$ cat config.mk
export PLATFORM = sky130hd
export DESIGN_NAME = fft_core
export DESIGN_NICKNAME = d
export VERILOG_FILES = /design/src/rtl/fft_pkg.sv /design/src/rtl/butterfly_unit.sv /design/src/rtl/fft_index_gen.sv /design/src/rtl/twiddle_fold.sv /design/src/rtl/fft_sequencer.sv /design/src/rtl/fft_core.sv
export SDC_FILE = /design/constraint.sdc
export NUM_CORES = 2
export LEC_CHECK = 0
export BUFFER_PORTS_ARGS = -buffer_cell sky130_fd_sc_hd__buf_2
export CAP_MARGIN = 0
export CORE_AREA = 2 2 355 357
export DETAILED_ROUTE_END_ITERATION = 10
export DIE_AREA = 0 0 357 359
export HOLD_SLACK_MARGIN = 0.02
export PLACE_DENSITY_LB_ADDON = 0.3
export SLEW_MARGIN = 10
export SYNTH_ARGS = -nofsm -noshare
export SYNTH_HDL_FRONTEND = slang
export SYNTH_SLANG_ARGS = --single-unit
$ cat constraint.sdc
create_clock -name clk -period 31.6 [get_ports clk]
set_input_delay 6.32 -clock clk [delete_from_list [all_inputs] [get_ports clk]]
set_output_delay 6.32 -clock clk [all_outputs]
set_load 0.005 [all_outputs]
$ cat src/rtl/fft_pkg.sv
//######################################################################
// fft engine shared types
//######################################################################
package fft_pkg;

    // largest supported frame is 2^MAX_LOG2_N points
    localparam int MAX_LOG2_N = 10;

    typedef logic signed [15:0]           sample_t;
    typedef logic [MAX_LOG2_N-1:0]        addr_t;
    // twiddle rom covers a quarter wave plus one entry
    typedef logic [MAX_LOG2_N-2:0]        tw_addr_t;
    typedef logic [MAX_LOG2_N-2:0]        tw_idx_t;

    // one data ram word, re in the upper half
    typedef struct packed {
        sample_t re;
        sample_t im;
    } cplx_t;

    typedef struct packed {
        addr_t   addr_a;
        addr_t   addr_b;
        tw_idx_t tw_idx;
        logic    last;
    } bfly_cmd_t;

    typedef struct packed {
        tw_addr_t re_addr;
        logic     re_neg;
        tw_addr_t im_addr;
        logic     im_neg;
    } tw_sel_t;

    typedef struct packed {
        logic  en;
        logic  we;
        addr_t addr;
        cplx_t wdata;
    } mem_req_t;

    typedef enum logic [1:0] {
        IDLE,
        RUN,
        DONE
    } seq_state_t;

endpackage

$ cat src/rtl/butterfly_unit.sv
//######################################################################
// radix-2 butterfly
//######################################################################
`timescale 1ns/1ps

module butterfly_unit (
    input  fft_pkg::cplx_t   x0,
    input  fft_pkg::cplx_t   x1,
    input  fft_pkg::sample_t w_re,
    input  fft_pkg::sample_t w_im,
    output fft_pkg::cplx_t   sum,
    output fft_pkg::cplx_t   diff
);
    import fft_pkg::*;

    logic signed [31:0] p_rr;
    logic signed [31:0] p_ii;
    logic signed [31:0] p_ri;
    logic signed [31:0] p_ir;
    logic signed [32:0] acc_re;
    logic signed [32:0] acc_im;
    sample_t            t_re;
    sample_t            t_im;
    logic signed [16:0] sum_re;
    logic signed [16:0] sum_im;
    logic signed [16:0] diff_re;
    logic signed [16:0] diff_im;

    // t = x1 * w in full precision, back to q1.15
    assign p_rr   = x1.re * w_re;
    assign p_ii   = x1.im * w_im;
    assign p_ri   = x1.re * w_im;
    assign p_ir   = x1.im * w_re;
    assign acc_re = p_rr - p_ii;
    assign acc_im = p_ri + p_ir;
    assign t_re   = sample_t'(acc_re >>> 15);
    assign t_im   = sample_t'(acc_im >>> 15);

    // 17 bit add and subtract
    assign sum_re  = x0.re + t_re;
    assign sum_im  = x0.im + t_im;
    assign diff_re = x0.re - t_re;
    assign diff_im = x0.im - t_im;

    // halve every stage so the frame never overflows
    assign sum.re  = sum_re[16:1];
    assign sum.im  = sum_im[16:1];
    assign diff.re = diff_re[16:1];
    assign diff.im = diff_im[16:1];

endmodule

$ cat src/rtl/fft_index_gen.sv
//######################################################################
// butterfly index generator
//######################################################################
`timescale 1ns/1ps

module fft_index_gen #(
    parameter int LOG2_N = fft_pkg::MAX_LOG2_N
) (
    input  logic              clk,
    input  logic              rst_n,
    input  logic              init,
    input  logic              advance,
    output fft_pkg::bfly_cmd_t cmd
);
    import fft_pkg::*;

    localparam logic [MAX_LOG2_N:0] FRAME_LEN = {{MAX_LOG2_N{1'b0}}, 1'b1} << LOG2_N;
    localparam addr_t HALF_N = addr_t'(FRAME_LEN >> 1);

    addr_t   half_step;
    addr_t   k;
    addr_t   j;
    addr_t   stride;
    tw_idx_t tw;

    logic [MAX_LOG2_N:0] next_k;
    logic                last_j;
    logic                last_k;
    logic                last_stage;

    // next group base, one bit wider so the end of frame is visible
    assign next_k     = {1'b0, k} + {half_step, 1'b0};
    assign last_j     = (j == half_step - 1'b1);
    assign last_k     = (next_k == FRAME_LEN);
    assign last_stage = (half_step == HALF_N);

    always_ff @(posedge clk or negedge rst_n) begin
        if (!rst_n) begin
            half_step <= addr_t'(1);
            stride    <= HALF_N;
            k         <= '0;
            j         <= '0;
            tw        <= '0;
        end else if (init) begin
            half_step <= addr_t'(1);
            stride    <= HALF_N;
            k         <= '0;
            j         <= '0;
            tw        <= '0;
        end else if (advance) begin
            if (last_j) begin
                j  <= '0;
                tw <= '0;
                if (last_k) begin
                    k <= '0;
                    // after the final stage wrap back to the first butterfly
                    if (last_stage) begin
                        half_step <= addr_t'(1);
                        stride    <= HALF_N;
                    end else begin
                        half_step <= half_step << 1;
                        stride    <= stride >> 1;
                    end
                end else begin
                    k <= next_k[MAX_LOG2_N-1:0];
                end
            end else begin
                j  <= j + 1'b1;
                // running j * stride
                tw <= tw + tw_idx_t'(stride);
            end
        end
    end

    assign cmd.addr_a = k + j;
    assign cmd.addr_b = k + j + half_step;
    assign cmd.tw_idx = tw;
    assign cmd.last   = last_j & last_k & last_stage;

endmodule

$ cat src/rtl/twiddle_fold.sv
//######################################################################
// twiddle quadrant folding
//######################################################################
`timescale 1ns/1ps

module twiddle_fold #(
    parameter int LOG2_N = fft_pkg::MAX_LOG2_N
) (
    input  logic             clk,
    input  logic             rst_n,
    input  fft_pkg::tw_idx_t tw_idx,
    output fft_pkg::tw_sel_t sel
);
    import fft_pkg::*;

    localparam logic [MAX_LOG2_N-1:0] HALF_N =
        {{(MAX_LOG2_N-1){1'b0}}, 1'b1} << (LOG2_N - 1);
    localparam logic [MAX_LOG2_N-1:0] QUARTER_N = HALF_N >> 1;

    logic [MAX_LOG2_N-1:0] idx_ext;
    tw_sel_t               sel_next;

    assign idx_ext = {1'b0, tw_idx};

    // w = cos(2*pi*i/N) - j*sin(2*pi*i/N) from a quarter wave sine rom
    always_comb begin
        // -sin is never positive over the half wave
        sel_next.im_neg = 1'b1;
        if (idx_ext <= QUARTER_N) begin
            sel_next.re_addr = tw_addr_t'(QUARTER_N - idx_ext);
            sel_next.re_neg  = 1'b0;
            sel_next.im_addr = tw_addr_t'(idx_ext);
        end else begin
            // cosine goes negative in the second quadrant
            sel_next.re_addr = tw_addr_t'(idx_ext - QUARTER_N);
            sel_next.re_neg  = 1'b1;
            sel_next.im_addr = tw_addr_t'(HALF_N - idx_ext);
        end
    end

    always_ff @(posedge clk or negedge rst_n) begin
        if (!rst_n) begin
            sel <= '0;
        end else begin
            sel <= sel_next;
        end
    end

endmodule

$ cat src/rtl/fft_sequencer.sv
//######################################################################
// fft sequencer and operand registers
//######################################################################
`timescale 1ns/1ps

module fft_sequencer (
    input  logic              clk,
    input  logic              rst_n,
    input  logic              start,
    input  logic              clear,
    output logic              finish,
    input  fft_pkg::bfly_cmd_t cmd,
    input  fft_pkg::tw_sel_t  sel,
    output logic              init,
    output logic              advance,
    output fft_pkg::mem_req_t ram_req,
    input  fft_pkg::cplx_t    ram_rdata,
    output logic              tw_en,
    output fft_pkg::tw_addr_t tw_addr,
    input  fft_pkg::sample_t  tw_rdata
);
    import fft_pkg::*;

    localparam logic [2:0] LAST_PHASE = 3'd4;

    seq_state_t state;
    logic [2:0] phase;
    logic       last_q;
    addr_t      addr_b_q;
    cplx_t      x0;
    cplx_t      x1;
    sample_t    w_re;
    sample_t    w_im;
    cplx_t      sum;
    cplx_t      diff;

    butterfly_unit u_bfly (
        .x0   (x0),
        .x1   (x1),
        .w_re (w_re),
        .w_im (w_im),
        .sum  (sum),
        .diff (diff)
    );

    assign init = (state == IDLE) && start;
    // addr_a is done after phase 3, so the next command and its folded
    // twiddle are both settled by the following phase 0
    assign advance = (state == RUN) && (phase == 3'd3);

    // memory commands, one cycle read latency on both ports
    always_comb begin
        ram_req = '0;
        tw_en   = 1'b0;
        tw_addr = '0;
        if (state == RUN) begin
            case (phase)
                3'd0: begin
                    ram_req.en   = 1'b1;
                    ram_req.addr = cmd.addr_a;
                    tw_en        = 1'b1;
                    tw_addr      = sel.re_addr;
                end
                3'd1: begin
                    ram_req.en   = 1'b1;
                    ram_req.addr = cmd.addr_b;
                    tw_en        = 1'b1;
                    tw_addr      = sel.im_addr;
                end
                3'd3: begin
                    ram_req.en    = 1'b1;
                    ram_req.we    = 1'b1;
                    ram_req.addr  = cmd.addr_a;
                    ram_req.wdata = sum;
                end
                3'd4: begin
                    ram_req.en    = 1'b1;
                    ram_req.we    = 1'b1;
                    ram_req.addr  = addr_b_q;
                    ram_req.wdata = diff;
                end
                default: begin
                end
            endcase
        end
    end

    always_ff @(posedge clk or negedge rst_n) begin
        if (!rst_n) begin
            state  <= IDLE;
            phase  <= '0;
            last_q <= 1'b0;
            finish <= 1'b0;
        end else begin
            if (clear && state != DONE) begin
                finish <= 1'b0;
            end
            case (state)
                IDLE: begin
                    if (start) begin
                        state  <= RUN;
                        phase  <= '0;
                        finish <= 1'b0;
                    end
                end
                RUN: begin
                    if (phase == 3'd1) begin
                        last_q <= cmd.last;
                    end
                    if (phase == LAST_PHASE) begin
                        phase <= '0;
                        if (last_q) begin
                            state <= DONE;
                        end
                    end else begin
                        phase <= phase + 1'b1;
                    end
                end
                DONE: begin
                    finish <= 1'b1;
                    state  <= IDLE;
                end
                default: begin
                    state <= IDLE;
                end
            endcase
        end
    end

    // operands, rom magnitude gets its sign from the fold flags
    always_ff @(posedge clk) begin
        if (state == RUN) begin
            if (phase == 3'd1) begin
                x0       <= ram_rdata;
                w_re     <= sel.re_neg ? -tw_rdata : tw_rdata;
                addr_b_q <= cmd.addr_b;
            end
            if (phase == 3'd2) begin
                x1   <= ram_rdata;
                w_im <= sel.im_neg ? -tw_rdata : tw_rdata;
            end
        end
    end

endmodule

$ cat src/rtl/fft_core.sv
//######################################################################
// fft engine top level
//######################################################################
`timescale 1ns/1ps

module fft_core #(
    parameter int LOG2_N = 10
) (
    input  logic              clk,
    input  logic              rst_n,
    input  logic              start,
    input  logic              clear,
    output logic              finish,
    output fft_pkg::mem_req_t ram_req,
    input  fft_pkg::cplx_t    ram_rdata,
    output logic              tw_en,
    output fft_pkg::tw_addr_t tw_addr,
    input  fft_pkg::sample_t  tw_rdata
);
    import fft_pkg::*;

    bfly_cmd_t cmd;
    tw_sel_t   sel;
    logic      init;
    logic      advance;

    fft_index_gen #(
        .LOG2_N (LOG2_N)
    ) u_index_gen (
        .clk     (clk),
        .rst_n   (rst_n),
        .init    (init),
        .advance (advance),
        .cmd     (cmd)
    );

    twiddle_fold #(
        .LOG2_N (LOG2_N)
    ) u_twiddle_fold (
        .clk    (clk),
        .rst_n  (rst_n),
        .tw_idx (cmd.tw_idx),
        .sel    (sel)
    );

    fft_sequencer u_sequencer (
        .clk       (clk),
        .rst_n     (rst_n),
        .start     (start),
        .clear     (clear),
        .finish    (finish),
        .cmd       (cmd),
        .sel       (sel),
        .init      (init),
        .advance   (advance),
        .ram_req   (ram_req),
        .ram_rdata (ram_rdata),
        .tw_en     (tw_en),
        .tw_addr   (tw_addr),
        .tw_rdata  (tw_rdata)
    );

endmodule

==> flow_metrics.env <==
export IMPL_place_gp_congestion=0.891
export IMPL_vias_per_cell=5.04
export IMPL_hold_buffers=0
export IMPL_syn_avg_cell_area_sq_um=9.47
export IMPL_start_util=0.397
export IMPL_place_hpwl_um=104000
export IMPL_fp_row_count=130
export IMPL_final_min_clock_period_ps=17990
export IMPL_syn_area_sq_um=49400
export IMPL_ys_ff_latch=170
export IMPL_cts_path_max_buffers=2
export IMPL_cts_num_sinks=170
export IMPL_timing_setup_tns_ps=0
export IMPL_ys_seq_area_frac=0.0969
export IMPL_chipWidth_um=357
export IMPL_cts_buffers_inserted=17
export IMPL_worst_pin_slew_ps=1050
export IMPL_synth_async_sr_flop_share=0.376
export IMPL_crit_slowest_cell="a2111oi_1"
export IMPL_path_max_fanout=26
export IMPL_critical_path_startpoint_type="flop"
export IMPL_synth_edf_count=106
export IMPL_setup_viol=0
export IMPL_clkLatencyLatePin_ps=460
export IMPL_post_cts_buffers=0
export IMPL_antenna_left=0
export IMPL_post_route_period_util=0.569
export IMPL_dieArea_sq_um=128000
export IMPL_cp_endpoint="ram_req[31]"
export IMPL_r2r_slack_ps=27860
export IMPL_cp_end_kind="output port"
export IMPL_io_pins=107
export IMPL_cts_resized=0
export IMPL_crit_top_cell="fa_1"
export IMPL_io_buffers=106
export IMPL_core_area_sq_um=125000
export IMPL_drtIter0Drc=2001
export IMPL_slew_headroom=0.296
export IMPL_hold_viol_final=0
export IMPL_grt_pass1_vias=37400
export IMPL_timing_rr_start="u_index_gen.k[1]"
export IMPL_vias=34500
export IMPL_rsz0062_at_grt="no"
export IMPL_drive_gt1_frac=0.0473
export IMPL_synth_flop_cell="edfxtp_1"
export IMPL_gr_total_overflow=0
export IMPL_clock_skew_ps=11.6
export IMPL_critPathArrivalTime_ps=11670
export IMPL_drv_slew=0
export IMPL_synth_top_cell_area_share=0.455
export IMPL_synth_net_count=6761
export IMPL_r2r_end="u_index_gen.stride[2]"
export IMPL_drt_wl_total_um=133000
export IMPL_root_buffer="clkbuf_16"
export IMPL_grt_max_degree=65
export IMPL_crit_start="u_sequencer.w_re[0]"
export IMPL_first_pass_iters=5
export IMPL_outcome="finished clean"
export IMPL_htreeDepth=4
export IMPL_fp_dieH_um=359
export IMPL_wire_per_inst_um=19.5
export IMPL_crit_type="flop to output port"
export IMPL_critPathMaxStageDelay_ps=840
export IMPL_post_route_drc_count=0
export IMPL_clk_pin_slew_ps=80
export IMPL_grt_total_usage=0.217
export IMPL_cp_required_ps=25280
export IMPL_ys_warn_count=0
export IMPL_hold_class="flop to flop"
export IMPL_synthToLayoutAreaGrowth_pct=5.90
export IMPL_reg2regPathDepth=13
export IMPL_yosysUniqueCellTypes=89
export IMPL_grt_pass1_wl_um=216000
export IMPL_nets=6728
export IMPL_synth_area_leaders="fa_1 46%, inv_1 9.8%, ha_1 9.3%"
export IMPL_yosysTopAreaCell="fa_1"
export IMPL_cap_violations=0
export IMPL_antenna_found_initial=12
export IMPL_cts_tree="yes"
export IMPL_fmax_mhz=55.6
export IMPL_netlist_instances=5217
==> layout make-up <==
cell class                 count  area, sq um
fill                       12300        72300
sequential                   170         4790
antenna                        4         10.0
multi-input combinational   3516        38900
clock buffer                  18          450
tap                         1650         2060
timing repair buffer         182         1100
clock inverter                14          165
inverter                    1297         4870
==> critical path: cells and delay by family, from the launching register on <==
| kind | cells | cell delay, ps |
|---|---|---|
| AOI/OAI and AO/OA | 12 | 4110 |
| xor gates and xnor gates | 3 | 590 |
| adders and majority gates | 10 | 4310 |
| buffers and inverters | 8 | 730 |
| DFF | 1 | 490 |
| and+or+nand+nor | 5 | 950 |
==> sequential cells by signal, indices dropped and copies added (netlist names) <==
signal                 cells
u_sequencer.w_re          16
u_sequencer.addr_b_q      10
u_index_gen.k              9
u_sequencer.phase          3
u_sequencer.last_q         1
u_sequencer.x1            32
u_index_gen.stride         9
u_index_gen.tw             9
u_index_gen.half_step      1
u_sequencer.x0            32
u_twiddle_fold.sel        19
u_sequencer.w_im          16
u_sequencer.finish         1
u_sequencer.state          2
u_index_gen.j             10
==> how the worst min path moves through the flow <==
stage                            from                endpoint  slack (ps)  depth (start not counted)
finish              u_index_gen.tw[0]  u_twiddle_fold.sel[11]         470                          0
global route        u_index_gen.tw[0]  u_twiddle_fold.sel[11]         500                          0
CTS                 u_index_gen.tw[0]  u_twiddle_fold.sel[11]         480                          0
detailed placement  u_index_gen.tw[0]  u_twiddle_fold.sel[11]         450                          0
global placement    u_index_gen.tw[0]  u_twiddle_fold.sel[11]         440                          0
floorplan           u_index_gen.tw[0]  u_twiddle_fold.sel[11]         390                          0
==> synthesized netlist by cell type (10+ instances only) <==
master    instances
a211oi_1         11
a21o_1           23
a21oi_1          88
a22oi_1          13
and2_1          549
clkbuf_1        227
dfrtp_1          63
edfxtp_1        106
fa_1           1124
ha_1            368
inv_1          1296
mux2i_1          11
nand2_1         555
nand2b_1         36
nand3_1          29
nand4_1          12
nor2_1          151
nor3_1           25
nor4_1           12
o21a_1           10
o21ai_0          56
o21bai_1         22
o31ai_1          17
or2_2            10
or3_1            21
xnor2_1         165
xor2_1           61
==> cells by family after synthesis <==
logic type	count (synthesis)	synth area share
AND/OR/NAND/NOR	1444	0.147
flip-flops	170	0.0969
other	1	0.0000759
multiplexers	12	0.00246
AO/OA/AOI/OAI	338	0.0471
adder cells (fa/ha/maj)	1492	0.549
XOR/XNOR	229	0.0414
buffers and inverters	1531	0.116
==> metrics by stage <==
| step | instance area [sq um] | setup WS [ps] | std cells | hold slack, ps | util |
|---|---|---|---|---|---|
| floorplan | 49400 | 15700 | 5217 | 394 | - |
| global placement | 51700 | 14410 | 6815 | 444 | 0.415 |
| detailed placement | 51700 | 14190 | 6815 | 454 | 0.415 |
| CTS | 52300 | 13630 | 6847 | 478 | 0.420 |
| global route | 52300 | 12970 | 6849 | 501 | 0.420 |
| finish | 52300 | 13610 | 6851 | 470 | 0.420 |
==> cell usage in the layout, fill, tap and decap left out, drive strengths merged, types with 63 or more instances in the layout <==
| master | count |
|---|---|
| inv | 1306 |
| edfxtp | 106 |
| ha | 368 |
| buf | 182 |
| a21oi | 89 |
| nor2 | 151 |
| dfrtp | 63 |
| xnor2 | 165 |
| fa | 1124 |
| nand2 | 556 |
| and2 | 550 |
==> per-layer routing <==
metal  track usage  wire length (um)
met4        0.0484              3100
met3        0.0236              7200
met1         0.298             57100
met5             0                 8
met2         0.369             66000
Power is left out: the tool's default activity adds up to more than one toggle a clock period on the data nets, which glitch-free logic cannot reach.
